**config.mk**
```make
export PLATFORM = sky130hd
export DESIGN_NAME = mult_dot
export DESIGN_NICKNAME = d
export VERILOG_FILES = /design/src/hw/mult_data_pkg.sv /design/src/hw/mult_op_pkg.sv /design/src/hw/mult_dot.sv
export SDC_FILE = /design/constraint.sdc
export NUM_CORES = 2
export LEC_CHECK = 0
export ABC_AREA = 1
export BUFFER_PORTS_ARGS = -buffer_cell sky130_fd_sc_hd__buf_4
export CORE_ASPECT_RATIO = 1.4
export CORE_MARGIN = 10
export CORE_UTILIZATION = 61
export DETAILED_ROUTE_END_ITERATION = 10
export PLACE_DENSITY_LB_ADDON = 0.05
export SYNTH_ARGS = -nofsm -noshare
export SYNTH_HDL_FRONTEND = slang
export SYNTH_SLANG_ARGS = --single-unit
export TNS_END_PERCENT = 1
```
**constraint.sdc**
```tcl
create_clock -name vclk -period 8.8
set_input_delay 0.88 -clock vclk [all_inputs]
set_output_delay 0.88 -clock vclk [all_outputs]
set_load 0.005 [all_outputs]
```
**src/hw/mult_data_pkg.sv**
```systemverilog
`default_nettype none

// width types shared by the whole datapath
package mult_data_pkg;

  ////////////////////////////////////////////////////////////////////
  // datapath words
  ////////////////////////////////////////////////////////////////////

  // operand and result word
  typedef logic [31:0] word_t;

  // running sum of the high-half MAC
  // 17x17 product plus 33-bit accumulator with carry
  typedef logic [33:0] wide_t;

  ////////////////////////////////////////////////////////////////////
  // subword lanes
  ////////////////////////////////////////////////////////////////////

  // halfword for 16-bit lanes and mulh partial products
  typedef logic [15:0] half_t;

  // 8-bit dot-product lane
  typedef logic [7:0] byte_t;

endpackage

`default_nettype wire

```
**src/hw/mult_op_pkg.sv**
```systemverilog
`default_nettype none

// operator codes and sequencer states
package mult_op_pkg;

  ////////////////////////////////////////////////////////////////////
  // request operator
  ////////////////////////////////////////////////////////////////////

  typedef enum logic [2:0] {
    OP_MAC   = 3'd0,
    OP_MSU   = 3'd1,
    OP_MULH  = 3'd2,
    OP_DOT8  = 3'd3,
    OP_DOT16 = 3'd4
  } mult_op_e;

  // signedness select
  // bit 0 marks operand a signed, bit 1 marks operand b signed
  // 2'b10 is not a legal mulh encoding
  typedef logic [1:0] sign_sel_t;

  ////////////////////////////////////////////////////////////////////
  // high-half sequencer
  ////////////////////////////////////////////////////////////////////

  typedef enum logic [2:0] {
    MH_IDLE   = 3'd0,
    MH_STEP0  = 3'd1,
    MH_STEP1  = 3'd2,
    MH_STEP2  = 3'd3,
    MH_FINISH = 3'd4
  } mulh_step_e;

endpackage

`default_nettype wire

```
**src/hw/mult_dot.sv**
```systemverilog
`timescale 1ns/10ps
`default_nettype none

// 8-bit and 16-bit dot products with accumulate
module mult_dot
  import mult_data_pkg::*;
  import mult_op_pkg::*;
(
  input  mult_op_e  iss_op_i,
  input  sign_sel_t iss_sign_i,
  input  word_t     iss_a_i,
  input  word_t     iss_b_i,
  input  word_t     iss_c_i,
  output word_t     dot_result_o
);

  word_t prod8  [4];
  word_t prod16 [2];
  word_t dot8;
  word_t dot16;

  ////////////////////////////////////////////////////////////////////
  // four byte lanes
  ////////////////////////////////////////////////////////////////////

  for (genvar i = 0; i < 4; i++) begin : g_lane8
    byte_t lane_a;
    byte_t lane_b;
    word_t ext_a;
    word_t ext_b;

    assign lane_a = iss_a_i[8*i +: 8];
    assign lane_b = iss_b_i[8*i +: 8];

    // extend per sign select, product exact in 32 bits
    assign ext_a    = {{24{iss_sign_i[0] & lane_a[7]}}, lane_a};
    assign ext_b    = {{24{iss_sign_i[1] & lane_b[7]}}, lane_b};
    assign prod8[i] = ext_a * ext_b;
  end

  assign dot8 = iss_c_i + prod8[0] + prod8[1] + prod8[2] + prod8[3];

  ////////////////////////////////////////////////////////////////////
  // two halfword lanes
  ////////////////////////////////////////////////////////////////////

  for (genvar i = 0; i < 2; i++) begin : g_lane16
    half_t lane_a;
    half_t lane_b;
    word_t ext_a;
    word_t ext_b;

    assign lane_a = iss_a_i[16*i +: 16];
    assign lane_b = iss_b_i[16*i +: 16];

    // unsigned 16x16 can reach 32 bits, kept modulo 2^32
    assign ext_a     = {{16{iss_sign_i[0] & lane_a[15]}}, lane_a};
    assign ext_b     = {{16{iss_sign_i[1] & lane_b[15]}}, lane_b};
    assign prod16[i] = ext_a * ext_b;
  end

  assign dot16 = iss_c_i + prod16[0] + prod16[1];

  // lane width by operator
  assign dot_result_o = (iss_op_i == OP_DOT16) ? dot16 : dot8;

endmodule

`default_nettype wire

```
==> run metrics <==
status=complete, but fails checks; failing checks=setup timing; post-synth top area share=0.5258; CP Launch Type=input pin; RSZ-0062 raised after global routing=true; gr usage total=0.3438; port bufs=133; slowest stage delay, CP=0.58 ns; syn_nets=between 6k and 7k; Mapped Cells=4,558; Hold Path Class=in -> out; Worst Path Required=between 7 and 8 ns; Finished Layout Cells=6,074; Crit Path Class=in -> out; routed wire length=121.2 mm; vias in the first global route=35.10k; Top-Level Pins=133; sequential-to-total area share from yosys stat=0; Slew headroom=0.6030; area leader, netlist=fa_1; Hold Buf Count CTS=0; Max Freq=104.4 MHz; TritonRoute pass-1 iters=6; Ys Warns=0; # rows=~110; Wirelength per Cell=19.96 µm; initial antenna violation count=1; Syn Area/Cell=8.261 µm²; Final Setup Violations=21; fin nets=between 6k and 7k; Layout Area Growth over Synthesis=20.60%; Post-Route Utilization=0.7438; Initial Util=0.6168; Die Ht=314.0 µm; final hold vios=0; min cycle time layout=9.576 ns; hold_sp=iss_c_i[0]; share of layout cells above drive strength 1=0.1941; initial drt markers=1,895; largest net degree at the start of global routing=approximately 40; num sequential=0; GRT Residual Overflow=0; PnR worst setup slack=-0.7758 ns; Max FO, Critical Path=5; vias per cell=roughly 5.2; Setup crit start=iss_sign_i[1]; crit end category=primary output; Synth area leaders=fa_1 (53%), inv_1 (15%), ha_1 (12%); most used cell, CP=fa_1; register area=0 µm²; fin. max-slew vios=0; DR vias=31.60k; Yosys cell types=44; hpwl dp=112.3 mm; RD Place Congestion=1.028; first-pass GRT wire length=190.2 mm; Critical Path AT=just under 9 ns; Syn Std Cell Area=0.03765 mm²; full die area=0.07220 mm²; Placeable Area=0.06105 mm²; Max-Cap Viols=0; Die X=230.0 µm; # DRC=0; dpl cells=6,058; antenna-violating nets left=0; CP max-delay cell=fa_1; share of the clock period used by the worst path=1.088; CP bufs+invs=10; Top delay family on crit path=adder cells; worst-margin pin slew=0.5935 ns; clock buffer count=0
[layer usage]
metal | routed length (µm) | global-route usage | vias to the layer above
met5 | 0 | 0 | -
met4 | 6696 | 0.1450 | 0
met3 | 6841 | 0.02795 | 315
met2 | 61520 | 0.6211 | 1137
met1 | 46190 | 0.4154 | 15841
li1 | - | - | 14305
[cell families (layout without fill, tap and decap cells)]
| group | count (synthesis) | count (layout) | share of synthesized area |
|---|---|---|---|
| buf+inv | 1639 | 2337 | 0.1647 |
| fa+ha+maj | 1356 | 1356 | 0.6478 |
| simple gates | 1214 | 1214 | 0.1291 |
| compound gates | 265 | 265 | 0.03888 |
| xor+xnor | 84 | 84 | 0.01954 |
| other cells | 0 | 1 | 0 |
[through the flow]
stage | cell area, µm² | TNS [ns] | setup slack [ns] | hold slack (ns)
floorplan | 38170 | -0.01803 | -0.01803 | 2.052
global placement | 44660 | -12.72 | -0.8785 | 2.314
detailed placement | 44660 | -14.45 | -1.008 | 2.333
CTS | 45070 | -8.734 | -0.6124 | 2.338
global route | 45410 | -17.38 | -1.008 | 2.395
finish | 45410 | -11.95 | -0.7758 | 2.332
[layout by cell type, fill, tap and decap left out, types with 3 or more instances in the layout]
cell      count
or2_2        19
fa_1        979
nor4_2        3
o21a_1        4
o211ai_1      4
nand2_4      10
inv_2        11
o21bai_1      8
o21ai_2       9
xnor2_1      38
a31oi_1       6
nor2_4        7
xor2_1       41
a211oi_1      3
xnor2_2       5
nand4_1       8
buf_12       11
nor2_1      120
nand3b_1      9
fa_2         10
nand3_2      11
inv_1      1485
nand3_1      84
o21ai_0      62
buf_4       819
ha_4         27
a21oi_1     111
a21oi_4       3
buf_6         5
nor3_1       14
nor2_2        9
ha_1        340
nand2_1     882
o21ai_1      14
a21o_1       16
a21oi_2      15
nand2_2      33
[synth_stat cells, types with 2 or more instances]
cell type	instances
nand3b_1	9
o21a_1	4
nand4_1	8
ha_1	367
o21ai_2	2
clkbuf_1	128
buf_4	2
nand2_1	923
o31ai_1	2
a21boi_0	2
a31oi_1	7
nor2_1	132
o21ai_1	6
o21ai_0	77
buf_1	4
fa_1	989
inv_1	1497
nor2_4	3
nor3_1	16
nand3_1	94
o21bai_1	8
a21o_1	16
o211ai_1	4
a21oi_1	128
xor2_1	41
nor4_1	4
clkinv_1	2
a211oi_1	3
buf_6	2
or2_2	20
xnor2_1	43
nand2_4	3
[tightest hold or removal path, stage by stage]
cell,delay (ns)
buf_4,0.11
ha_1,0.14
ha_1,0.12
nand2_1,0.05
nand2_1,0.06
buf_4,0.11
[repair_timing]
action / 4_1_cts / 5_1_grt
endpoints found under the hold margin: 0 / 0
endpoints found under the setup margin: 22 / 22
buffers inserted: 5 / 12
pin swaps: 26 / 61
resized for setup: 71 / 72
[path summary, 6_finish.rpt]
check | endpoint | cells after the start
max | dot_result_o[19] | 37
min | dot_result_o[0] | 6
[cell type report]
type | count | area (µm²)
antenna | 1 | 2.502
fill | 4715 | 15640
inverter | 1501 | 5654
multi-input combinational | 2919 | 32290
tap | 817 | 1022
timing repair buffer | 836 | 6440
Power is left out: the tool's default activity adds up to more than one toggle a clock period on the data nets, which glitch-free logic cannot reach.
