[config.mk]
export PLATFORM = sky130hd
export DESIGN_NAME = mult_result
export DESIGN_NICKNAME = d
export VERILOG_FILES = /design/src/hw/mult_data_pkg.sv /design/src/hw/mult_op_pkg.sv /design/src/hw/mult_result.sv
export SDC_FILE = /design/constraint.sdc
export NUM_CORES = 1
export LEC_CHECK = 0
export ABC_AREA = 1
export BUFFER_PORTS_ARGS = -buffer_cell sky130_fd_sc_hd__buf_4
export CAP_MARGIN = 20
export CELL_PAD_IN_SITES_DETAIL_PLACEMENT = 1
export CELL_PAD_IN_SITES_GLOBAL_PLACEMENT = 1
export CORE_MARGIN = 5
export CORE_UTILIZATION = 28
export DETAILED_ROUTE_END_ITERATION = 12
export HOLD_SLACK_MARGIN = 0.02
export PLACE_DENSITY_LB_ADDON = 0.1
export SLEW_MARGIN = 10
export SYNTH_ARGS = -nofsm -noshare
export SYNTH_HDL_FRONTEND = slang
export SYNTH_SLANG_ARGS = --single-unit
export TNS_END_PERCENT = 5
[constraint.sdc]
create_clock -name clk -period 5.8 [get_ports clk]
set_clock_uncertainty 0.1 [all_clocks]
set_input_delay 1.45 -clock clk [delete_from_list [all_inputs] [get_ports clk]]
set_output_delay 1.45 -clock clk [all_outputs]
set_load 0.005 [all_outputs]
[src/hw/mult_data_pkg.sv]
`default_nettype none

// width types shared by the whole datapath
package mult_data_pkg;

  ////////////////////////////////////////////////////////////////////
  // datapath words
  ////////////////////////////////////////////////////////////////////

  // operand and result word
  typedef logic [31:0] word_t;

  // running sum of the high-half MAC
  // 17x17 product plus 33-bit accumulator with carry
  typedef logic [33:0] wide_t;

  ////////////////////////////////////////////////////////////////////
  // subword lanes
  ////////////////////////////////////////////////////////////////////

  // halfword for 16-bit lanes and mulh partial products
  typedef logic [15:0] half_t;

  // 8-bit dot-product lane
  typedef logic [7:0] byte_t;

endpackage

`default_nettype wire

[src/hw/mult_op_pkg.sv]
`default_nettype none

// operator codes and sequencer states
package mult_op_pkg;

  ////////////////////////////////////////////////////////////////////
  // request operator
  ////////////////////////////////////////////////////////////////////

  typedef enum logic [2:0] {
    OP_MAC   = 3'd0,
    OP_MSU   = 3'd1,
    OP_MULH  = 3'd2,
    OP_DOT8  = 3'd3,
    OP_DOT16 = 3'd4
  } mult_op_e;

  // signedness select
  // bit 0 marks operand a signed, bit 1 marks operand b signed
  // 2'b10 is not a legal mulh encoding
  typedef logic [1:0] sign_sel_t;

  ////////////////////////////////////////////////////////////////////
  // high-half sequencer
  ////////////////////////////////////////////////////////////////////

  typedef enum logic [2:0] {
    MH_IDLE   = 3'd0,
    MH_STEP0  = 3'd1,
    MH_STEP1  = 3'd2,
    MH_STEP2  = 3'd3,
    MH_FINISH = 3'd4
  } mulh_step_e;

endpackage

`default_nettype wire

[src/hw/mult_result.sv]
`timescale 1ns/10ps
`default_nettype none

// result select and response register
module mult_result
  import mult_data_pkg::*;
  import mult_op_pkg::*;
(
  input  wire      clk,
  input  wire      rst_n,
  input  wire      iss_valid_i,
  input  mult_op_e iss_op_i,
  input  word_t    mac_result_i,
  input  wire      mh_done_i,
  input  word_t    mh_result_i,
  input  word_t    dot_result_i,
  input  wire      rsp_ready_i,
  output logic     iss_take_o,
  output logic     rsp_valid_o,
  output word_t    rsp_result_o
);

  logic  complete;
  word_t sel_result;

  ////////////////////////////////////////////////////////////////////
  // completion and select
  ////////////////////////////////////////////////////////////////////

  // mulh waits for the sequencer, the rest is combinational
  assign complete = iss_valid_i & ((iss_op_i != OP_MULH) | mh_done_i);

  // load when the slot is empty or being drained
  assign iss_take_o = complete & (~rsp_valid_o | rsp_ready_i);

  always_comb begin
    sel_result = mac_result_i;
    case (iss_op_i)
      OP_MAC, OP_MSU:    sel_result = mac_result_i;
      OP_MULH:           sel_result = mh_result_i;
      OP_DOT8, OP_DOT16: sel_result = dot_result_i;
      default:           sel_result = mac_result_i;
    endcase
  end

  ////////////////////////////////////////////////////////////////////
  // response register
  ////////////////////////////////////////////////////////////////////

  always_ff @(posedge clk or negedge rst_n) begin
    if (!rst_n) begin
      rsp_valid_o <= 1'b0;
    end else if (iss_take_o) begin
      rsp_valid_o <= 1'b1;
    end else if (rsp_ready_i) begin
      rsp_valid_o <= 1'b0;
    end
  end

  always_ff @(posedge clk) begin
    if (iss_take_o) begin
      rsp_result_o <= sel_result;
    end
  end

  // stalled response holds until the consumer takes it
  a_rsp_stable: assert property (@(posedge clk) disable iff (!rst_n)
    (rsp_valid_o && !rsp_ready_i) |=> (rsp_valid_o && $stable(rsp_result_o)));

endmodule

`default_nettype wire

==> results.py, run 1 <==
metrics = {
    "run_status": {
        "status": "completed",
    },
    "min_path": {
        "min_from": "rsp_valid_o",
        "holdCritPathClass": "reg2reg",
    },
    "synth": {
        "syn_inst": 216,
        "syn-num-nets": 320,
        "syn_area_per_cell_um2": 8.12,
        "synthTopCellsByArea": "edfxtp_1, nand2_1, a21oi_1, inv_1, nor2_1",
        "yosysWarnings": 0,
        "yosys.area.top_type": "edfxtp_1",
        "synth_seq_area_share": 0.562,
        "synth_seq_cells": 33,
        "syn_area_um2": 1750,
        "synth_cell_types": 14,
        "yosys.area.top_type_share": 0.548,
    },
    "placed_design": {
        "port_buffers": 137,
        "hpwl_um": 4490,
        "pre_cts_slack_ns": 2.01,
        "place_congestion": 0.684,
        "place_area_um2": 2850,
    },
    "flow_run": {
        "maxCapViolCount": 0,
    },
    "global_routing": {
        "grt_usage": 0.145,
        "overflow": 0,
        "grt_pass1_vias": 1903,
        "grt_start_max_net_pins": 34,
        "grt_pass1_wl_um": 8820,
        "antenna_found_initial": 0,
    },
    "sta": {
        "maxSlewHeadroom": 0.479,
        "rsz0062_at_grt": "no",
        "fmax_ghz": 0.263,
        "timing.hold.ws_ns": 0.455,
        "finalSetupTns_ns": 0,
        "fin_ws_ns": 2.00,
        "worst_pin_slew_ns": 0.780,
        "finalHoldViolations": 0,
        "maxSlewViolCount": 0,
        "period_needed_ns": 3.80,
        "period_share": 0.655,
        "setup_viol": 0,
    },
    "pwr": {
        "p_leak_nw": 1.57,
        "ir_drop_v": 0.000108,
        "p_total_w": 0.000599,
        "p_per_area_nw_per_um2": 205,
    },
    "route": {
        "via_per_inst": 4.32,
        "initialDrtViolationCount": 23,
        "routedWlPerCell_um": 13.9,
        "route.detailed.drc": 0,
        "dr.pass1.iters": 4,
        "top_layer": "met4",
        "ant_nets": 0,
        "wl_met1_um": 2250,
        "dr_wl_met3_um": 721,
        "via_count": 1855,
        "met2_length_um": 2930,
        "routed_wl_um": 5950,
    },
    "finish": {
        "drive_above_1_share": 0.427,
        "area_growth_pct": 66.9,
        "antenna_cells": 0,
        "design_area_um2": 2930,
        "nets": 457,
    },
    "floorplan": {
        "core_area_um2": 5990,
        "rows": 28,
        "die_y_um": 89.1,
        "start_util": 0.293,
        "die-area_um2": 7940,
        "io_pins": 138,
        "fp.dieW_um": 89.1,
    },
    "worst_setup_path": {
        "cp_top_family": "compound AO/OA/AOI/OAI gates",
        "worstPathBufferInverterCount": 3,
        "startpoint": "iss_op_i[0]",
        "crit_path_cell_trace": "buf_4 -> inv_2 -> nand3_2 -> o21ai_0 -> nor2_4 -> buf_4",
        "crit_path_end_kind": "output port",
        "worst_path_max_delay_cell": "o21ai_0",
        "required_ns": 4.25,
        "crit_type": "in2out",
        "reg2reg_from": "rsp_valid_o",
        "crit_fanout": 2,
        "cpMostUsedCell": "buf_4",
        "cp-start-kind": "input port",
        "max_stage_delay_ns": 0.37,
        "crit_arrival_ns": 2.25,
    },
    "clock_network": {
        "cts_sinks": 33,
        "tritoncts": "yes",
        "cts-root-buf": "clkbuf_8",
        "numCtsBuffers": 5,
        "clk_latency_ns": 0.27,
        "clk_pin_slew_ns": 0.06,
        "postCtsSetupRepairBufs": 0,
        "clockBufferDepth": 2,
        "cts_hold_buf": 0,
        "cts_resized": 0,
        "htree_levels": 2,
    },
}
## layout make-up
cell class,count,area (um2)
fillers,737,3070
repair buffers,139,1040
flip-flops and latches,33,986
multi-input cells,137,583
inverters,37,139
well taps,75,93.8
clock buffers,8,80.1
## sequential cells by signal, indices dropped and copies added (netlist names)
signal / count
rsp_valid_o: 1
rsp_result_o: 32
## final timing paths
check | end | slack [ns] | cells past startpoint
max reg2reg | rsp_result_o[0] | 4.33 | 4
min in group asynchronous | rsp_valid_o | 0.83 | 1
min reg2reg | rsp_valid_o | 0.46 | 2
max in group asynchronous | rsp_valid_o | 4.69 | 1
max | iss_take_o | 2.00 | 6
min | rsp_valid_o | 0.46 | 2
## tightest hold or removal path: cells and delay by family, from the launching register on
family,cells,cell delay (ns)
flip-flops,1,0.37
buffers and inverters,1,0.07
AO/OA/AOI/OAI,1,0.08
## metal layers
| layer | vias up | global-route usage |
|---|---|---|
| li1 | 948 | - |
| met1 | 823 | 0.163 |
| met2 | 80 | 0.253 |
| met3 | 4 | 0.0636 |
| met4 | 0 | 0.0365 |
| met5 | - | 0 |
## cell usage after synthesis (all sizes together)
| cell | n |
|---|---|
| edfxtp | 32 |
| buf | 9 |
| a21oi | 32 |
| nor2 | 35 |
| o21ai | 2 |
| dfrtp | 1 |
| nand3 | 3 |
| nand2 | 65 |
| inv | 37 |
## placed cells by master, fill, tap and decap left out
cell type  synthesis  routed
nand2_1           64      64
nand2_2            1       1
nand3_2            1       1
inv_2              3       3
clkbuf_1           0       3
nand3_1            2       2
nor2_4             1       2
o21ai_0            2       2
clkbuf_8           0       5
nor2_1            34      33
inv_1             34      34
dfrtp_1            1       1
a21oi_1           32      32
buf_4              3     139
edfxtp_1          32      32
## kinds of logic after synthesis
kind of cell | after synthesis | synth area share
flip-flops | 33 | 0.562
buffers and inverters | 46 | 0.109
AND/OR/NAND/NOR | 103 | 0.231
AO/OA/AOI/OAI | 34 | 0.0971
## per-stage QoR
step / instances / utilization
finish: 429 / 0.488
CTS: 429 / 0.488
global route: 429 / 0.488
floorplan: 216 / -
detailed placement: 421 / 0.475
global placement: 421 / 0.475
## report_power, final
part	switching [W]	total (W)	internal (W)	leakage (nW)
clock	0.0000796	0.000165	0.0000852	0.0395
combinational	0.0000615	0.000143	0.0000814	1.22
sequential	0.00000446	0.000292	0.000287	0.317
total	0.000146	0.000599	0.000454	1.57
(Power assumes the default switching activity.)
==> inputs of run 2 (changes only) <==
Settings changed: CORE_UTILIZATION 28 to 26.
Clock period 5.8 ns to 3.7 ns, I/O delays scaled along.
==> results.py, run 2 (synthesized netlist as in run 1, its figures left out) <==
metrics = {
    "route": {
        "via_per_inst": 4.27,
        "routed_wl_um": 6220,
        "dr.pass1.iters": 4,
        "route.detailed.drc": 0,
        "ant_nets": 0,
        "routedWlPerCell_um": 14.3,
        "initialDrtViolationCount": 51,
        "via_count": 1858,
    },
    "clock_network": {
        "clockBufferDepth": 2,
        "postCtsSetupRepairBufs": 0,
        "clk_pin_slew_ns": 0.07,
        "cts_resized": 0,
        "clk_latency_ns": 0.28,
        "tritoncts": "yes",
        "cts-root-buf": "clkbuf_8",
        "numCtsBuffers": 5,
        "htree_levels": 2,
        "cts_sinks": 33,
        "cts_hold_buf": 0,
    },
    "floorplan": {
        "fp.dieW_um": 92.1,
        "core_area_um2": 6680,
        "start_util": 0.262,
        "die_y_um": 92.1,
        "die-area_um2": 8480,
        "rows": 30,
        "io_pins": 138,
    },
    "flow_run": {
        "maxCapViolCount": 0,
    },
    "global_routing": {
        "grt_pass1_wl_um": 9570,
        "grt_pass1_vias": 1970,
        "grt_start_max_net_pins": 34,
        "antenna_found_initial": 0,
        "overflow": 0,
        "grt_usage": 0.146,
    },
    "worst_setup_path": {
        "max_stage_delay_ns": 0.35,
        "cp-start-kind": "input port",
        "worstRegToRegCells": 4,
        "worst_path_max_delay_cell": "o21ai_0",
        "crit_arrival_ns": 1.75,
        "r2r_slack_ns": 2.16,
        "worstPathBufferInverterCount": 3,
        "cpMostUsedCell": "buf_4",
        "crit_path_cell_trace": "buf_4 -> inv_2 -> nand3_2 -> o21ai_0 -> nor2_4 -> buf_4",
        "crit_fanout": 2,
        "startpoint": "iss_op_i[0]",
        "reg2reg_from": "rsp_valid_o",
        "crit_path_end_kind": "output port",
        "required_ns": 2.67,
        "cp_top_family": "compound AO/OA/AOI/OAI gates",
        "crit_type": "in2out",
        "reg2reg_to": "rsp_result_o[21]",
    },
    "pwr": {
        "ir_drop_v": 0.000160,
        "p_total_w": 0.00102,
        "p_leak_nw": 1.59,
        "p_per_area_nw_per_um2": 343,
    },
    "finish": {
        "final_common_cell": "buf_4",
        "top_regs": "rsp_result_o (32), rsp_valid_o (1)",
        "regMostFlops": "rsp_result_o",
        "antenna_cells": 0,
        "area_growth_pct": 69.2,
        "largest_reg_flops": 32,
        "layout_common_cells": "buf_4, nand2_1, inv_1, nor2_1",
        "nets": 458,
        "drive_above_1_share": 0.431,
    },
    "placed_design": {
        "hpwl_um": 4610,
        "place_congestion": 0.699,
        "port_buffers": 137,
    },
    "sta": {
        "rsz0062_at_grt": "no",
        "maxSlewViolCount": 0,
        "setup_viol": 0,
        "finalHoldViolations": 0,
        "worst_pin_slew_ns": 0.777,
        "period_share": 0.749,
        "fmax_ghz": 0.361,
        "maxSlewHeadroom": 0.481,
        "period_needed_ns": 2.77,
        "finalSetupTns_ns": 0,
    },
    "run_status": {
        "status": "completed",
    },
    "min_path": {
        "holdCritPathClass": "in2async",
    },
}
-- run 2: through the flow --
| step | cells | hold slack (ns) | instance area, um2 | setup slack, ns | util |
|---|---|---|---|---|---|
| after global routing | 435 | 0.292 | 2970 | 0.848 | 0.444 |
| after detailed placement | 427 | 0.497 | 2860 | 0.919 | 0.428 |
| final | 435 | 0.306 | 2970 | 0.929 | 0.444 |
| after floorplan | 216 | 0.449 | 1750 | 0.0930 | - |
| after CTS | 435 | 0.295 | 2970 | 0.917 | 0.444 |
| after global placement | 427 | 0.492 | 2860 | 0.931 | 0.428 |
-- run 2: layout make-up --
cell class | count | area (um2)
fill | 815 | 3720
timing repair buffer | 140 | 1050
sequential | 33 | 986
multi-input combinational | 137 | 583
inverter | 37 | 139
tap | 80 | 100
clock buffer | 6 | 72.6
clock inverter | 2 | 33.8
-- run 2: worst max path at each step --
stage,end,cells past startpoint
after detailed placement,iss_take_o,6
after floorplan,iss_take_o,4
final,iss_take_o,6
after CTS,iss_take_o,6
after global placement,iss_take_o,6
after global routing,iss_take_o,6
-- run 2: where the power goes --
part	internal [W]	leakage (nW)	switching (W)
combinational	0.000128	1.22	0.0000985
sequential	0.000450	0.317	0.00000698
clock	0.000199	0.0528	0.000135
total	0.000777	1.59	0.000241
-- run 2: layer usage --
| layer | GRT usage | routed length [um] | vias to the layer above |
|---|---|---|---|
| li1 | - | - | 949 |
| met1 | 0.155 | 2360 | 830 |
| met2 | 0.262 | 3180 | 74 |
| met3 | 0.0689 | 629 | 5 |
| met4 | 0.0334 | 48 | 0 |
| met5 | 0 | 0 | - |
