--- config.mk ---
export PLATFORM = sky130hd
export DESIGN_NAME = mult_issue
export DESIGN_NICKNAME = d
export VERILOG_FILES = /design/src/hw/mult_data_pkg.sv /design/src/hw/mult_op_pkg.sv /design/src/hw/mult_issue.sv
export SDC_FILE = /design/constraint.sdc
export NUM_CORES = 1
export LEC_CHECK = 0
export BUFFER_PORTS_ARGS = -buffer_cell sky130_fd_sc_hd__buf_2
export CAP_MARGIN = 20
export CORE_MARGIN = 2
export CORE_UTILIZATION = 37
export CTS_CLUSTER_DIAMETER = 120
export CTS_CLUSTER_SIZE = 25
export DETAILED_ROUTE_END_ITERATION = 8
export GPL_TIMING_DRIVEN = 0
export HOLD_SLACK_MARGIN = 0.05
export PLACE_DENSITY_LB_ADDON = 0.12
export RECOVER_POWER = 50
export SETUP_SLACK_MARGIN = 0.02
export SLEW_MARGIN = 20
export SYNTH_ARGS = -nofsm -noshare
export SYNTH_HDL_FRONTEND = slang
export SYNTH_SLANG_ARGS = --single-unit
--- constraint.sdc ---
create_clock -name clk -period 1.6 [get_ports clk]
set_input_delay 0.32 -clock clk [delete_from_list [all_inputs] [get_ports clk]]
set_output_delay 0.32 -clock clk [all_outputs]
set_load 0.005 [all_outputs]
--- src/hw/mult_data_pkg.sv ---
`default_nettype none

// width types shared by the whole datapath
package mult_data_pkg;

  ////////////////////////////////////////////////////////////////////
  // datapath words
  ////////////////////////////////////////////////////////////////////

  // operand and result word
  typedef logic [31:0] word_t;

  // running sum of the high-half MAC
  // 17x17 product plus 33-bit accumulator with carry
  typedef logic [33:0] wide_t;

  ////////////////////////////////////////////////////////////////////
  // subword lanes
  ////////////////////////////////////////////////////////////////////

  // halfword for 16-bit lanes and mulh partial products
  typedef logic [15:0] half_t;

  // 8-bit dot-product lane
  typedef logic [7:0] byte_t;

endpackage

`default_nettype wire

--- src/hw/mult_op_pkg.sv ---
`default_nettype none

// operator codes and sequencer states
package mult_op_pkg;

  ////////////////////////////////////////////////////////////////////
  // request operator
  ////////////////////////////////////////////////////////////////////

  typedef enum logic [2:0] {
    OP_MAC   = 3'd0,
    OP_MSU   = 3'd1,
    OP_MULH  = 3'd2,
    OP_DOT8  = 3'd3,
    OP_DOT16 = 3'd4
  } mult_op_e;

  // signedness select
  // bit 0 marks operand a signed, bit 1 marks operand b signed
  // 2'b10 is not a legal mulh encoding
  typedef logic [1:0] sign_sel_t;

  ////////////////////////////////////////////////////////////////////
  // high-half sequencer
  ////////////////////////////////////////////////////////////////////

  typedef enum logic [2:0] {
    MH_IDLE   = 3'd0,
    MH_STEP0  = 3'd1,
    MH_STEP1  = 3'd2,
    MH_STEP2  = 3'd3,
    MH_FINISH = 3'd4
  } mulh_step_e;

endpackage

`default_nettype wire

--- src/hw/mult_issue.sv ---
`timescale 1ns/10ps
`default_nettype none

// single-entry request register in front of the engines
module mult_issue
  import mult_data_pkg::*;
  import mult_op_pkg::*;
(
  input  wire       clk,
  input  wire       rst_n,
  input  wire       req_valid_i,
  input  mult_op_e  req_op_i,
  input  sign_sel_t req_sign_i,
  input  word_t     req_a_i,
  input  word_t     req_b_i,
  input  word_t     req_c_i,
  input  wire       iss_take_i,
  output logic      req_ready_o,
  output logic      iss_valid_o,
  output mult_op_e  iss_op_o,
  output sign_sel_t iss_sign_o,
  output word_t     iss_a_o,
  output word_t     iss_b_o,
  output word_t     iss_c_o
);

  logic accept;

  // free slot, or the held request leaves on this edge
  assign req_ready_o = ~iss_valid_o | iss_take_i;
  assign accept      = req_valid_i & req_ready_o;

  // valid flag
  always_ff @(posedge clk or negedge rst_n) begin
    if (!rst_n) begin
      iss_valid_o <= 1'b0;
    end else if (accept) begin
      iss_valid_o <= 1'b1;
    end else if (iss_take_i) begin
      iss_valid_o <= 1'b0;
    end
  end

  // payload, refilled on the draining edge too
  always_ff @(posedge clk) begin
    if (accept) begin
      iss_op_o   <= req_op_i;
      iss_sign_o <= req_sign_i;
      iss_a_o    <= req_a_i;
      iss_b_o    <= req_b_i;
      iss_c_o    <= req_c_i;
    end
  end

  // mulh has no b-signed/a-unsigned form
  a_mulh_sign: assert property (@(posedge clk) disable iff (!rst_n)
    (accept && (req_op_i == OP_MULH)) |-> (req_sign_i != 2'b10));

  // held request frozen until mult_result takes it
  a_hold_stable: assert property (@(posedge clk) disable iff (!rst_n)
    (iss_valid_o && !iss_take_i) |=>
      (iss_valid_o && $stable({iss_op_o, iss_sign_o, iss_a_o, iss_b_o, iss_c_o})));

endmodule

`default_nettype wire

==> flow_metrics.tcl, run 1 <==
set metrics [dict create \
    outcome "completed" \
    vias 1834 \
    drive_gt1_share_pct 60.9 \
    peakVddDrop_v 0.000599 \
    syn_nets 210 \
    fmax_mhz 700 \
    yosysWarnings 0 \
    antenna_found_initial 0 \
    clock-root-buffer "clkbuf_8" \
    postLayoutCoreUtil_pct 55.0 \
    synth_seq_cells 102 \
    yosysTopAreaCell "edfxtp_1" \
    crit_required_ps 1630 \
    post_cts_resized 0 \
    met2_usage_pct 22.6 \
    first_global_vias 1745 \
    wl_per_cell_um 15.0 \
    power_w 0.00515 \
    cts_tree "built" \
    use_met1_pct 15.1 \
    drt-vias-per-instance 4.22 \
    die_w_um 95.3 \
    p_seq_share_pct 61.0 \
    die_height_um 95.3 \
    cap_viol_max_count 0 \
    startpoint_type "register" \
    netlist_area_sq_mm 0.00309 \
    slew_headroom_pct 63.4 \
    avgSynthCellArea_sq_um 29.4 \
    slew_viol_final 0 \
    clkPwrFrac_pct 32.0 \
    final.period_utilization_pct 89.3 \
    worst_setup_path_end_kind "register" \
    holdCritPathClass "in2reg" \
    rsz0062_at_grt "false" \
    grt_pass1_wl_mm 8.87 \
    final_nets 432 \
    ios 208 \
    worstSkewPairLatency_ps 350 \
    yosysSeqAreaShare_pct 99.1 \
    dieArea_sq_mm 0.00909 \
    synth_top_area_share_pct 98.3 \
    fin_cells 435 \
    first_pass_iters 4 \
    initial_core_util_pct 37.9 \
    numClockSinks 102 \
    clock_tree.buffer_depth 2 \
    row_count 33 \
    combPwrFrac_pct 7.0 \
    gr-usage-met3_pct 6.25 \
    final_cell_mix "buf_2 (183), edfxtp_1 (101), clkbuf_1 (24), clkbuf_8 (9)" \
    period_needed_ps 1430 \
    tightest_slew_ps 549 \
    cts_setup_buffers 0 \
    path_clk_slew_ps 90 \
    synth_area_leaders "edfxtp_1 (98%), dfrtp_1 (0.81%), nand2b_4 (0.45%)" \
    p_leak_nw 1.86 \
    design.core.area_sq_mm 0.00813 \
    synth_cells 105 \
    dp_hpwl_mm 4.54 \
    cts_htree_levels 3 \
    top_usage_layer "met2" \
    routed_wl_mm 6.51 \
    setup_violations 0 \
    p_per_area_mw_per_mm2 1150 \
    globalRouteOverflowTotal 0 \
    place.gp.congestion 0.723 \
    drc_errors 0 \
    track_usage_pct 13.4 \
    hold_viol 0 \
    crit_type "reg2reg" \
    grt_max_degree 55 \
    power.internal_w 0.00415 \
    fin_worst_skew_ps 10.5 \
    place_inst 418 \
    synth_cell_types 5 \
    arrival_ps 1460 \
    cts_buffers 9 \
    n_antenna_cell 0 \
    p_sw_w 0.000998 \
    postRouteAntennaNets 0 \
    fin_tns_setup_ps 0 \
    p_sw_share_pct 19.4 \
    numPortBuffers 207 \
    drt_iter0_drc 47 \
    crit_path_max_fanout 54 \
    final_common_cell "buf_2" \
    area_growth_pct 45.0 \
]
-- metal layers --
layer  up-vias  routed length [um]
met5         -                   0
met3         7                 725
met2       106                3300
li1        867                   -
met1       854                2430
met4         0                  54
-- registers in the layout, summed over array words and instances (netlist names) --
register	flops
iss_b_o	32
iss_c_o	32
iss_op_o	3
iss_a_o	32
iss_valid_o	1
iss_sign_o	2
-- critical path, cell delays in order (launching register included) --
cell	delay, ps
dfrtp_1	410
nand2b_4	110
and2_4	280
buf_16	290
-- kinds of logic after synthesis --
kind of cell     count (synthesis)  share of synthesized area [%]
DFF                            102                           99.1
and+or+nand+nor                  3                          0.932
-- final timing paths --
| path | startpoint | end | slack, ps | cells after the start |
|---|---|---|---|---|
| worst max-delay path | iss_valid_o | iss_c_o[3] | 170 | 3 |
| min in group asynchronous | rst_n | iss_valid_o | 280 | 2 |
| worst min register to register | iss_valid_o | iss_valid_o | 590 | 2 |
| max in group asynchronous | rst_n | iss_valid_o | 1240 | 2 |
| worst max register to register | iss_valid_o | iss_c_o[3] | 170 | 3 |
| worst min-delay path | req_c_i[12] | iss_c_o[12] | 140 | 1 |
-- metrics by stage --
| stage | setup WS [ps] | instance area (sq um) | hold slack, ps |
|---|---|---|---|
| floorplan | -62.2 | 3090 | 24.4 |
| global placement | -347 | 4250 | 96.2 |
| detailed placement | -184 | 4280 | 95.2 |
| CTS | 35.4 | 4500 | 123 |
| global route | 80.4 | 4480 | 110 |
| finish | 171 | 4480 | 139 |
-- cells in the mapped netlist --
library cell  instances
nand2b_4              1
nand2b_1              1
edfxtp_1            101
dfrtp_1               1
and2_4                1
-- final cells by class --
class                           count  area, sq um
Sequential cell                   102         3060
Fill cell                         698         3660
Multi-Input combinational cell      5         43.8
Timing Repair Buffer              209         1040
Tap cell                          105          131
Clock inverter                      5         76.3
Clock buffer                        9          124
-- power groups by stage --
| stage | clock network [W] | logic (W) | registers [W] |
|---|---|---|---|
| floorplan | 0 | 0.0000535 | 0.00323 |
| global placement | 0 | 0.000351 | 0.00320 |
| detailed placement | 0 | 0.000366 | 0.00320 |
| CTS | 0.00170 | 0.000373 | 0.00314 |
| global route | 0.00180 | 0.000401 | 0.00316 |
| finish | 0.00165 | 0.000360 | 0.00314 |
-- timing repair --
item	4_1_cts	5_1_grt
hold buffers	1	0
pin swaps	1	1
hold endpoints to repair	1	0
endpoints found under the setup margin	54	54
cloned	1	1
No activity file was read; power rests on OpenSTA's default activity.
==> run 2: changes to the inputs <==
--- a/config.mk
+++ b/config.mk
@@ -5,6 +5,7 @@
 export SDC_FILE = /design/constraint.sdc
 export NUM_CORES = 1
 export LEC_CHECK = 0
+export ABC_AREA = 0
 export BUFFER_PORTS_ARGS = -buffer_cell sky130_fd_sc_hd__buf_2
 export CAP_MARGIN = 20
 export CORE_MARGIN = 2
@@ -14,6 +15,7 @@
 export DETAILED_ROUTE_END_ITERATION = 8
 export GPL_TIMING_DRIVEN = 0
 export HOLD_SLACK_MARGIN = 0.05
+export MAX_ROUTING_LAYER = met4
 export PLACE_DENSITY_LB_ADDON = 0.12
 export RECOVER_POWER = 50
 export SETUP_SLACK_MARGIN = 0.02
==> run 2 against run 1 <==
Cell count stayed put. Hold slack better by 4.6 ps. Combinational power hardly changed. Total power is 0.15% lower. Critical path depth stayed put. Flip-flop and latch count stayed put. Count of clock-buffer cells in the layout stayed put. Clock power hardly changed. Clock skew is 3.3 ps lower. Register-to-register slack hardly changed. Die area stayed put. Highest routed layer unchanged.
==> flow_metrics.tcl, run 2 (synthesis results as in run 1) <==
set metrics [dict create \
    wl_per_cell_um 14.9 \
    slew_headroom_pct 63.8 \
    placed_cell_area_sq_mm 0.00428 \
    initial_core_util_pct 37.9 \
    worst_setup_path_end_kind "register" \
    first_global_vias 1749 \
    fmax_mhz 698 \
    dieArea_sq_mm 0.00909 \
    die_w_um 95.3 \
    clkPwrFrac_pct 31.9 \
    cts_buffers 9 \
    p_seq_share_pct 61.1 \
    r2r_end "iss_c_o[3]" \
    first_pass_iters 4 \
    dp_hpwl_mm 4.54 \
    track_usage_pct 13.8 \
    postLayoutCoreUtil_pct 55.0 \
    clock-root-buffer "clkbuf_8" \
    r2r_setup_slack_ps 170 \
    numPortBuffers 207 \
    period_needed_ps 1430 \
    globalRouteOverflowTotal 0 \
    drt_iter0_drc 48 \
    combPwrFrac_pct 7.0 \
    drive_gt1_share_pct 60.9 \
    row_count 33 \
    final.period_utilization_pct 89.6 \
    cts_tree "built" \
    ff2ff_path_depth 3 \
    top_regs "iss_a_o x32, iss_b_o x32, iss_c_o x32" \
    drt-vias-per-instance 4.17 \
    postRouteAntennaNets 0 \
    design.core.area_sq_mm 0.00813 \
    worstSkewPairLatency_ps 340 \
    pre_cts_slack_ps -184 \
    ios 208 \
    outcome "completed" \
    cts_htree_levels 3 \
    numClockSinks 102 \
    startpoint_type "register" \
    final_cell_mix "buf_2 (183), edfxtp_1 (101), clkbuf_1 (24), clkbuf_8 (9)" \
    place.gp.congestion 0.731 \
    holdCritPathClass "in2reg" \
    path_clk_slew_ps 90 \
    crit_path_max_fanout 54 \
    whs_path_depth 1 \
    p_per_area_mw_per_mm2 1150 \
    final_area_sq_mm 0.00448 \
    grt_pass1_wl_mm 8.84 \
    antenna_found_initial 0 \
    cap_viol_max_count 0 \
    post-route-worst-setup-slack_ps 167 \
    grt_max_degree 55 \
    power.internal_w 0.00415 \
    die_height_um 95.3 \
    drc_errors 0 \
    fin_worst_skew_ps 7.21 \
    p_sw_share_pct 19.3 \
    reg2reg_from "iss_valid_o" \
    routed_wl_mm 6.47 \
    crit_required_ps 1630 \
    setup_violations 0 \
    arrival_ps 1460 \
    clock_tree.buffer_depth 2 \
    final_nets 432 \
    slew_viol_final 0 \
    rsz0062_at_grt "false" \
    crit_type "reg2reg" \
    hold_viol 0 \
    final_common_cell "buf_2" \
    tightest_slew_ps 543 \
    p_sw_w 0.000990 \
    n_antenna_cell 0 \
    p_leak_nw 1.86 \
    peakVddDrop_v 0.000594 \
    area_growth_pct 45.0 \
    worstHoldStart "req_c_i[12]" \
    hold_end "iss_c_o[12]" \
    vias 1816 \
]
[run 2: cell counts in the layout (fill, tap and decap cells not counted)]
No cell type changed its count.
[run 2: critical path, cell delays in order, from the launching register on]
cell and delay [ps]:
dfrtp_1 410, nand2b_4 110, and2_4 280, buf_16 280
[run 2: cell type report]
| type | instances | area [sq um] |
|---|---|---|
| fillers | 698 | 3660 |
| clock buffers | 9 | 124 |
| well taps | 105 | 131 |
| multi-input cells | 5 | 43.8 |
| repair buffers | 209 | 1040 |
| flip-flops and latches | 102 | 3060 |
| clock inverters | 5 | 76.3 |
[run 2: worst max path at each step]
stage / from / endpoint / slack, ps / depth (start not counted)
6_report: iss_valid_o / iss_c_o[3] / 170 / 3
2_1_floorplan: iss_valid_o / iss_a_o[0] / -60 / 2
3_5_place_dp: iss_take_i / iss_b_o[20] / -180 / 4
4_1_cts: iss_valid_o / iss_c_o[14] / 40 / 3
3_3_place_gp: iss_take_i / iss_b_o[20] / -350 / 3
5_1_grt: iss_valid_o / iss_c_o[17] / 80 / 3
[run 2: power by group through the flow]
stage | clock network [W] | logic (W) | registers [W]
after global routing | 0.00180 | 0.000401 | 0.00316
final | 0.00164 | 0.000360 | 0.00314
after CTS | 0.00170 | 0.000373 | 0.00314
after floorplan | 0 | 0.0000535 | 0.00323
after global placement | 0 | 0.000351 | 0.00320
after detailed placement | 0 | 0.000366 | 0.00320
[run 2: what timing repair did]
action                                 in CTS  in global routing
hold buffers                                1                  0
gates cloned                                1                  1
setup buffers                               0                  0
endpoints found under the hold margin       1                  0
setup endpoints to repair                  54                 54
gates resized for setup                     0                  0
pin swaps                                   1                  1
[run 2: metal layers]
metal | vias up | track usage, % | part of all wire, %
met1 | 838 | 15.7 | 38
met3 | 7 | 5.38 | 9.9
met4 | 0 | 4.47 | 0.97
li1 | 865 | - | -
met5 | - | - | 0
met2 | 106 | 22.6 | 51
[run 2: per-stage QoR]
stage	hold WS, ps	power (W)	std cells	TNS, ps
2_1_floorplan	24.4	0.00329	105	-6290
3_3_place_gp	96.2	0.00355	417	-34680
3_5_place_dp	95.2	0.00357	418	-9700
4_1_cts	123	0.00522	434	0
5_1_grt	110	0.00536	435	0
6_report	144	0.00514	435	0
