**src/hw/mult_data_pkg.sv**
```systemverilog
`default_nettype none

// width types shared by the whole datapath
package mult_data_pkg;

  ////////////////////////////////////////////////////////////////////
  // datapath words
  ////////////////////////////////////////////////////////////////////

  // operand and result word
  typedef logic [31:0] word_t;

  // running sum of the high-half MAC
  // 17x17 product plus 33-bit accumulator with carry
  typedef logic [33:0] wide_t;

  ////////////////////////////////////////////////////////////////////
  // subword lanes
  ////////////////////////////////////////////////////////////////////

  // halfword for 16-bit lanes and mulh partial products
  typedef logic [15:0] half_t;

  // 8-bit dot-product lane
  typedef logic [7:0] byte_t;

endpackage

`default_nettype wire

```
**src/hw/mult_op_pkg.sv**
```systemverilog
`default_nettype none

// operator codes and sequencer states
package mult_op_pkg;

  ////////////////////////////////////////////////////////////////////
  // request operator
  ////////////////////////////////////////////////////////////////////

  typedef enum logic [2:0] {
    OP_MAC   = 3'd0,
    OP_MSU   = 3'd1,
    OP_MULH  = 3'd2,
    OP_DOT8  = 3'd3,
    OP_DOT16 = 3'd4
  } mult_op_e;

  // signedness select
  // bit 0 marks operand a signed, bit 1 marks operand b signed
  // 2'b10 is not a legal mulh encoding
  typedef logic [1:0] sign_sel_t;

  ////////////////////////////////////////////////////////////////////
  // high-half sequencer
  ////////////////////////////////////////////////////////////////////

  typedef enum logic [2:0] {
    MH_IDLE   = 3'd0,
    MH_STEP0  = 3'd1,
    MH_STEP1  = 3'd2,
    MH_STEP2  = 3'd3,
    MH_FINISH = 3'd4
  } mulh_step_e;

endpackage

`default_nettype wire

```
**src/hw/mult_mac32.sv**
```systemverilog
`timescale 1ns/10ps
`default_nettype none

// full-word multiply-accumulate and multiply-subtract
module mult_mac32
  import mult_data_pkg::*;
  import mult_op_pkg::*;
(
  input  mult_op_e iss_op_i,
  input  word_t    iss_a_i,
  input  word_t    iss_b_i,
  input  word_t    iss_c_i,
  output word_t    mac_result_o
);

  ////////////////////////////////////////////////////////////////////
  // msu folding
  ////////////////////////////////////////////////////////////////////

  logic  is_msu;
  word_t a_msu;
  word_t b_corr;

  assign is_msu = (iss_op_i == OP_MSU);

  // ~a * b + b equals -a * b modulo 2^32
  // so one multiplier serves both operators
  assign a_msu  = iss_a_i ^ {32{is_msu}};

  // correction term only for msu
  assign b_corr = iss_b_i & {32{is_msu}};

  ////////////////////////////////////////////////////////////////////
  // multiply and add
  ////////////////////////////////////////////////////////////////////

  // low word is sign-agnostic, no extension needed
  assign mac_result_o = iss_c_i + b_corr + a_msu * iss_b_i;

endmodule

`default_nettype wire

```
**config.mk**
```make
export PLATFORM = sky130hd
export DESIGN_NAME = mult_mac32
export DESIGN_NICKNAME = d
export VERILOG_FILES = /design/src/hw/mult_data_pkg.sv /design/src/hw/mult_op_pkg.sv /design/src/hw/mult_mac32.sv
export SDC_FILE = /design/constraint.sdc
export NUM_CORES = 1
export LEC_CHECK = 0
export BUFFER_PORTS_ARGS = -buffer_cell sky130_fd_sc_hd__buf_2
export CAP_MARGIN = 20
export CELL_PAD_IN_SITES_DETAIL_PLACEMENT = 1
export CELL_PAD_IN_SITES_GLOBAL_PLACEMENT = 2
export CORE_UTILIZATION = 37
export DETAILED_ROUTE_END_ITERATION = 10
export PLACE_DENSITY_LB_ADDON = 0.1
export REMOVE_ABC_BUFFERS = 1
export SETUP_SLACK_MARGIN = 0.1
export SLEW_MARGIN = 20
export SYNTH_ARGS = -nofsm -noshare
export SYNTH_HDL_FRONTEND = slang
export SYNTH_SLANG_ARGS = --single-unit
```
**constraint.sdc**
```tcl
create_clock -name vclk -period 8.2
set_input_delay 0.41 -clock vclk [all_inputs]
set_output_delay 0.41 -clock vclk [all_outputs]
set_load 0.05 [all_outputs]
```
==> results of run 1 <==
worst paths after layout:
check / endpoint / slack, ps / depth (start not counted)
max: mac_result_o[31] / -470 / 33
min: mac_result_o[0] / 1390 / 4
area by class of cell:
cell class         count  area, sq um
diodes                 4         10.0
fillers             5727        26000
inverters            539         2020
multi-input cells   1425        16900
well taps            664          831
repair buffers       402         3330
cells by family (layout without fill, tap and decap cells):
family	Yosys count	count (layout)	share of synthesized area [%]
xor gates and xnor gates	122	122	6.63
and+or+nand+nor	606	607	17.2
adders and majority gates	600	600	59.7
other	0	4	0
AOI/OAI and AO/OA	96	96	3.39
buffers and inverters	637	941	13.1
what timing repair did:
| item | in CTS | in global routing |
|---|---|---|
| pin swaps | 81 | 78 |
| gates cloned | 3 | 2 |
| setup endpoints to repair | 16 | 16 |
| setup buffers | 33 | 24 |
| gates resized for setup | 151 | 97 |
cells in the mapped netlist (3+ instances only):
library cell and instances:
buf_6 3, o21ai_1 10, nand2b_1 6, o21bai_1 8
fa_1 467, a21oi_1 20, and2_1 302, o211ai_1 12
nor3_1 4, o21a_1 3, xor2_1 19, xnor2_1 87
a211oi_1 3, xnor2_2 12, nor2_1 13, nor2b_1 36
o21ai_0 14, inv_1 539, nand2_1 236, a21o_1 12
ha_1 133, clkbuf_1 92
critical path: cells and delay by family:
kind                       cells  cell delay, ps
AOI/OAI and AO/OA              3             720
and+or+nand+nor                5            1110
buffers and inverters         14            1540
xor gates and xnor gates       2             400
adders and majority gates      9            4040
routing by layer:
metal | routed length, microns | vias to the layer above | GRT usage [%]
li1 | - | 6458 | -
met1 | 30200 | 7579 | 37.8
met2 | 31100 | 311 | 44.7
met3 | 2860 | 46 | 2.45
met4 | 1220 | 0 | 3.86
met5 | 0 | - | 0
stage by stage:
stage               instance area (sq um)  hold slack [ps]  TNS, ps  worst slack (ps)
CTS                                 22500             1400    -2600              -421
floorplan                           18100             1300   -21400             -1770
finish                              23100             1390    -3890              -470
detailed placement                  21500             1400   -10610             -1190
global route                        23100             1420    -5860              -657
global placement                    21500             1380    -8420             -1040
==> impl_results.html, run 1 <==
<table>
<tr><th>Metric</th><th>Value</th></tr>
<tr><th colspan="2">Run status</th></tr>
<tr><td>Status</td><td>complete, but fails checks</td></tr>
<tr><td>Failing checks</td><td>negative setup slack</td></tr>
<tr><th colspan="2">Critical path</th></tr>
<tr><td>CP dominant cell by count</td><td>fa_1</td></tr>
<tr><td>Kind of start point of the critical path</td><td>input pin</td></tr>
<tr><td>Worst path required time</td><td>7790 ps</td></tr>
<tr><td>Slowest cell on the critical path</td><td>fa_1</td></tr>
<tr><td>Critical-path maximum fanout</td><td>7</td></tr>
<tr><td>Data arrival time of the worst path</td><td>8260 ps</td></tr>
<tr><td>Critical setup path kind</td><td>input pin to output pin</td></tr>
<tr><td>Stage delay of the slowest cell on the critical path</td><td>530 ps</td></tr>
<tr><td>Launching instance or port of the critical path</td><td>iss_op_i[1]</td></tr>
<tr><td>Setup crit end kind</td><td>output pin</td></tr>
<tr><th colspan="2">Place</th></tr>
<tr><td>RePlAce Congestion</td><td>0.857</td></tr>
<tr><td>Number of buffers added on ports</td><td>131</td></tr>
<tr><td>Number of placed cells counting well taps</td><td>2975</td></tr>
<tr><td>Hpwl dp</td><td>55.1 mm</td></tr>
<tr><th colspan="2">Final layout</th></tr>
<tr><td>Final nets</td><td>3067</td></tr>
<tr><td>Count of non-filler cells in the finished layout</td><td>3034</td></tr>
<tr><td>Sequential cell area in the final layout</td><td>0 sq um</td></tr>
<tr><td>Count of clock-net buffers in the final layout</td><td>0</td></tr>
<tr><td>Layout area overhead</td><td>25.0%</td></tr>
<tr><td>Commonest non-fill, non-tap cells in the layout</td><td>inv_1 (520), fa_1 (440), and2_1 (287), nand2_1 (229), buf_4 (210)</td></tr>
<tr><td>Seq cells</td><td>0</td></tr>
<tr><td>Final core utilization</td><td>47.0%</td></tr>
<tr><td>Leading cell type in the layout, fill and taps excluded</td><td>inv_1</td></tr>
<tr><td>Fraction of layout cells with a size suffix above 1</td><td>23.5%</td></tr>
<tr><th colspan="2">Timing</th></tr>
<tr><td>Finish-stage setup viols</td><td>13</td></tr>
<tr><td>Max Clock Freq</td><td>115 MHz</td></tr>
<tr><td>Post-layout worst setup margin</td><td>-470 ps</td></tr>
<tr><td>RSZ-0062 raised after global routing</td><td>true</td></tr>
<tr><td>Normalized max-slew margin</td><td>64.6%</td></tr>
<tr><td>Endpoints failing hold</td><td>0</td></tr>
<tr><td>Pins over their slew limit</td><td>0</td></tr>
<tr><td>Final period demand of the worst path</td><td>8670 ps</td></tr>
<tr><td>Worst-margin pin slew</td><td>525 ps</td></tr>
<tr><td>Final Cycle Share</td><td>106%</td></tr>
<tr><th colspan="2">Floorplanning</th></tr>
<tr><td>Core region area</td><td>0.0491 sq mm</td></tr>
<tr><td>Overall die area</td><td>0.0508 sq mm</td></tr>
<tr><td># IOs</td><td>131</td></tr>
<tr><td>Die span in y</td><td>225 microns</td></tr>
<tr><td>Initial cell density of the core</td><td>37.6%</td></tr>
<tr><td>Std-Cell Rows</td><td>81</td></tr>
<tr><td>Die Width</td><td>225 microns</td></tr>
<tr><th colspan="2">GRT</th></tr>
<tr><td>First-pass GRT wire length</td><td>99.8 mm</td></tr>
<tr><td>Maximum number of pins on one net before global-route repair</td><td>33</td></tr>
<tr><td>Via count of the first global-routing pass</td><td>16500</td></tr>
<tr><td>Overall global routing resource usage</td><td>26.6%</td></tr>
<tr><td>Number of antenna violations at the first check in global routing</td><td>2</td></tr>
<tr><td>Overall overflow remaining after global route</td><td>0</td></tr>
<tr><th colspan="2">Yosys</th></tr>
<tr><td>Top-area cell type share of the netlist area</td><td>50.6%</td></tr>
<tr><td>Leading post-synthesis cells by cell area</td><td>fa_1 (51%), inv_1 (11%), and2_1 (10%), ha_1 (9.0%), nand2_1 (4.8%)</td></tr>
<tr><td>Yosys top cell by area</td><td>fa_1</td></tr>
<tr><td>Register area share after synthesis</td><td>0%</td></tr>
<tr><td>Count of synthesis-stage warnings from yosys</td><td>0</td></tr>
<tr><td>Area of the mapped netlist</td><td>0.0185 sq mm</td></tr>
<tr><td>Cells after Synth</td><td>2061</td></tr>
<tr><td>Number of distinct library cell variants in the gate-level netlist after synthesis</td><td>45</td></tr>
<tr><td>Post-Synthesis Mean Instance Area</td><td>8.96 sq um</td></tr>
<tr><th colspan="2">Clocking</th></tr>
<tr><td>Number of buffers inserted for hold repair after clock tree synthesis</td><td>0</td></tr>
<tr><th colspan="2">Hold path</th></tr>
<tr><td>Min-delay worst type</td><td>input pin to output pin</td></tr>
<tr><td>Startpoint of the most critical hold path</td><td>iss_c_i[0]</td></tr>
<tr><th colspan="2">Routing</th></tr>
<tr><td>Avg Vias per Cell</td><td>4.74</td></tr>
<tr><td>Drt first-iter violations</td><td>611</td></tr>
<tr><td>Routed Wire Length</td><td>65.4 mm</td></tr>
<tr><td>Average detailed-routed wire length per instance</td><td>21.5 microns</td></tr>
<tr><td>First-pass detailed-route iteration total</td><td>5</td></tr>
<tr><td>DRC violation count after routing</td><td>0</td></tr>
<tr><td>Final ANT Viol Nets</td><td>0</td></tr>
<tr><td>Total number of vias</td><td>14400</td></tr>
<tr><th colspan="2">Job</th></tr>
<tr><td>Max capacitance violation total</td><td>0</td></tr>
</table>
==> run 2, diff against run 1 <==
- ABC_AREA: default -> 1
- CORE_UTILIZATION: 37 -> 39
- clock period: 8.2 -> 9.3 ns (I/O delays scaled with it)
==> impl_results.html, run 2 <==
<table>
<tr><th>Metric</th><th>Value</th></tr>
<tr><th colspan="2">Final layout</th></tr>
<tr><td>Fraction of layout cells with a size suffix above 1</td><td>9.05%</td></tr>
<tr><td>Summed area of non-filler cells in the final layout</td><td>0.0200 sq mm</td></tr>
<tr><td>Final nets</td><td>3175</td></tr>
<tr><td>Layout area overhead</td><td>9.56%</td></tr>
<tr><td>Commonest non-fill, non-tap cells in the layout</td><td>inv_1 (667), fa_1 (467), nand2_1 (441), nor2_1 (354), ha_1 (133)</td></tr>
<tr><td>Count of inserted antenna diode cells</td><td>0</td></tr>
<tr><td>Seq cells</td><td>0</td></tr>
<tr><td>Leading cell type in the layout, fill and taps excluded</td><td>inv_1</td></tr>
<tr><td>Sequential cell area in the final layout</td><td>0 sq um</td></tr>
<tr><td>Filler cells</td><td>5737</td></tr>
<tr><td>Count of clock-net buffers in the final layout</td><td>0</td></tr>
<tr><th colspan="2">Critical path</th></tr>
<tr><td>Data arrival time of the worst path</td><td>8300 ps</td></tr>
<tr><td>Worst path required time</td><td>8840 ps</td></tr>
<tr><td>Stage delay of the slowest cell on the critical path</td><td>520 ps</td></tr>
<tr><td>Slowest cell on the critical path</td><td>fa_1</td></tr>
<tr><td>CP dominant cell by count</td><td>fa_1</td></tr>
<tr><td>Kind of start point of the critical path</td><td>input pin</td></tr>
<tr><td>Critical-path maximum fanout</td><td>17</td></tr>
<tr><td>Setup crit end kind</td><td>output pin</td></tr>
<tr><td>Critical setup path kind</td><td>input pin to output pin</td></tr>
<tr><th colspan="2">Timing</th></tr>
<tr><td>Final-layout worst hold slack</td><td>1520 ps</td></tr>
<tr><td>Pins over their slew limit</td><td>0</td></tr>
<tr><td>Post-layout worst setup margin</td><td>540 ps</td></tr>
<tr><td>Normalized max-slew margin</td><td>44.5%</td></tr>
<tr><td>Worst-margin pin slew</td><td>832 ps</td></tr>
<tr><td>RSZ-0062 raised after global routing</td><td>false</td></tr>
<tr><td>Finish-stage setup viols</td><td>0</td></tr>
<tr><td>Endpoints failing hold</td><td>0</td></tr>
<tr><td>Final period demand of the worst path</td><td>8760 ps</td></tr>
<tr><td>Total negative setup slack</td><td>0 ps</td></tr>
<tr><td>Final Cycle Share</td><td>94.2%</td></tr>
<tr><td>Max Clock Freq</td><td>114 MHz</td></tr>
<tr><th colspan="2">Routing</th></tr>
<tr><td>First-pass detailed-route iteration total</td><td>5</td></tr>
<tr><td>Final ANT Viol Nets</td><td>0</td></tr>
<tr><td>DRC violation count after routing</td><td>0</td></tr>
<tr><td>Total number of vias</td><td>15200</td></tr>
<tr><td>Drt first-iter violations</td><td>1043</td></tr>
<tr><td>Routed Wire Length</td><td>65.6 mm</td></tr>
<tr><td>Avg Vias per Cell</td><td>4.95</td></tr>
<tr><td>Average detailed-routed wire length per instance</td><td>21.3 microns</td></tr>
<tr><th colspan="2">Yosys</th></tr>
<tr><td>Post-Synthesis Mean Instance Area</td><td>7.77 sq um</td></tr>
<tr><td>Most repeated cell in the gate-level netlist after synthesis</td><td>inv_1</td></tr>
<tr><td>Register area share after synthesis</td><td>0%</td></tr>
<tr><td>Area of the mapped netlist</td><td>0.0182 sq mm</td></tr>
<tr><td>Top-area cell type share of the netlist area</td><td>51.3%</td></tr>
<tr><td>Cells after Synth</td><td>2346</td></tr>
<tr><td>Most frequent cells after synthesis</td><td>inv_1 (670), fa_1 (467), nand2_1 (442)</td></tr>
<tr><td>Leading post-synthesis cells by cell area</td><td>fa_1 (51%), inv_1 (14%), ha_1 (9.1%), nand2_1 (9.1%), nor2_1 (7.3%)</td></tr>
<tr><td>Count of synthesis-stage warnings from yosys</td><td>0</td></tr>
<tr><td>Number of distinct library cell variants in the gate-level netlist after synthesis</td><td>38</td></tr>
<tr><td>Yosys top cell by area</td><td>fa_1</td></tr>
<tr><th colspan="2">Place</th></tr>
<tr><td>RePlAce Congestion</td><td>0.915</td></tr>
<tr><td>Post-placement cell area</td><td>0.0199 sq mm</td></tr>
<tr><td>Hpwl dp</td><td>56.8 mm</td></tr>
<tr><td>Pre-CTS WS</td><td>60.6 ps</td></tr>
<tr><td>Number of buffers added on ports</td><td>131</td></tr>
<tr><th colspan="2">Hold path</th></tr>
<tr><td>Hold EP</td><td>mac_result_o[0]</td></tr>
<tr><td>Startpoint of the most critical hold path</td><td>iss_c_i[0]</td></tr>
<tr><td>Number of cells on the worst hold path</td><td>4</td></tr>
<tr><td>Min-delay worst type</td><td>input pin to output pin</td></tr>
<tr><th colspan="2">GRT</th></tr>
<tr><td>Overall overflow remaining after global route</td><td>0</td></tr>
<tr><td>Overall global routing resource usage</td><td>28.4%</td></tr>
<tr><td>First-pass GRT wire length</td><td>101 mm</td></tr>
<tr><td>Via count of the first global-routing pass</td><td>17100</td></tr>
<tr><td>Number of antenna violations at the first check in global routing</td><td>0</td></tr>
<tr><td>Maximum number of pins on one net before global-route repair</td><td>49</td></tr>
<tr><th colspan="2">Floorplanning</th></tr>
<tr><td>Core region area</td><td>0.0458 sq mm</td></tr>
<tr><td>Overall die area</td><td>0.0476 sq mm</td></tr>
<tr><td>Die span in y</td><td>218 microns</td></tr>
<tr><td># IOs</td><td>131</td></tr>
<tr><td>Std-Cell Rows</td><td>78</td></tr>
<tr><td>Initial cell density of the core</td><td>39.8%</td></tr>
<tr><td>Die Width</td><td>218 microns</td></tr>
<tr><th colspan="2">Job</th></tr>
<tr><td>Max capacitance violation total</td><td>0</td></tr>
<tr><th colspan="2">Run status</th></tr>
<tr><td>Status</td><td>complete, no violations</td></tr>
</table>
[run 2: cell count changes after synthesis, moves of 9 or more]
| cell | before | now |
|---|---|---|
| nor2_1 | 13 | 354 |
| and2_1 | 302 | 0 |
| nand2_1 | 236 | 442 |
| inv_1 | 539 | 670 |
| xnor2_1 | 87 | 10 |
| nand3_1 | 1 | 61 |
| nor2b_1 | 36 | 0 |
| clkbuf_1 | 92 | 59 |
| xor2_1 | 19 | 36 |
| o211ai_1 | 12 | 2 |
| a21o_1 | 12 | 3 |
| a21oi_1 | 20 | 29 |
| o21ai_1 | 10 | 1 |
[run 2: layout make-up]
type | count | area (sq um) | area share (%)
Multi-Input combinational cell | 1595 | 15400 | 77.0
Inverter | 680 | 2570 | 12.9
Timing Repair Buffer | 199 | 1280 | 6.39
Tap cell | 600 | 751 | 3.76
[run 2: logic make-up after synthesis]
group,share of synthesized area (%)
buf+inv,15.7
xor+xnor,3.11
compound gates,1.78
simple gates,19.0
fa+ha+maj,60.4
[run 2: critical path, delay by kind of cell]
| family | cells | cell delay [ps] |
|---|---|---|
| adders and majority gates | 9 | 4030 |
| and+or+nand+nor | 14 | 1870 |
| buffers and inverters | 10 | 1470 |
| AOI/OAI and AO/OA | 2 | 410 |
[run 2: worst max path at each step]
stage,start,to,slack (ps),depth (start not counted)
global route,iss_op_i[0],mac_result_o[29],110,33
CTS,iss_op_i[1],mac_result_o[29],180,35
detailed placement,iss_op_i[1],mac_result_o[29],60,34
global placement,iss_op_i[1],mac_result_o[29],330,34
finish,iss_op_i[1],mac_result_o[29],540,35
floorplan,iss_op_i[1],mac_result_o[27],410,30
[run 2: what timing repair did]
item                       CTS  global route
hold buffers                 0             0
buffers inserted             0             7
gates resized for setup      1             8
setup endpoints to repair    1             2
gates cloned                 0             1
[run 2: metal layers]
metal | part of all wire (%) | vias up | global-route usage, %
met5 | 0 | - | 0
met1 | 45 | 7928 | 40.3
met2 | 48 | 388 | 47.9
li1 | - | 6851 | -
met4 | 2.7 | 0 | 6.29
met3 | 4.5 | 64 | 1.46
[run 2: per-stage QoR]
stage	util, %	std cells
final	43.7	3074
after global routing	43.7	3074
after CTS	43.4	3066
after detailed placement	43.4	3066
after global placement	43.4	3066
after floorplan	-	2275
Power of run 2 is not shown: default switching activity piles up to over one toggle a cycle in this logic, so the estimate is an artifact.
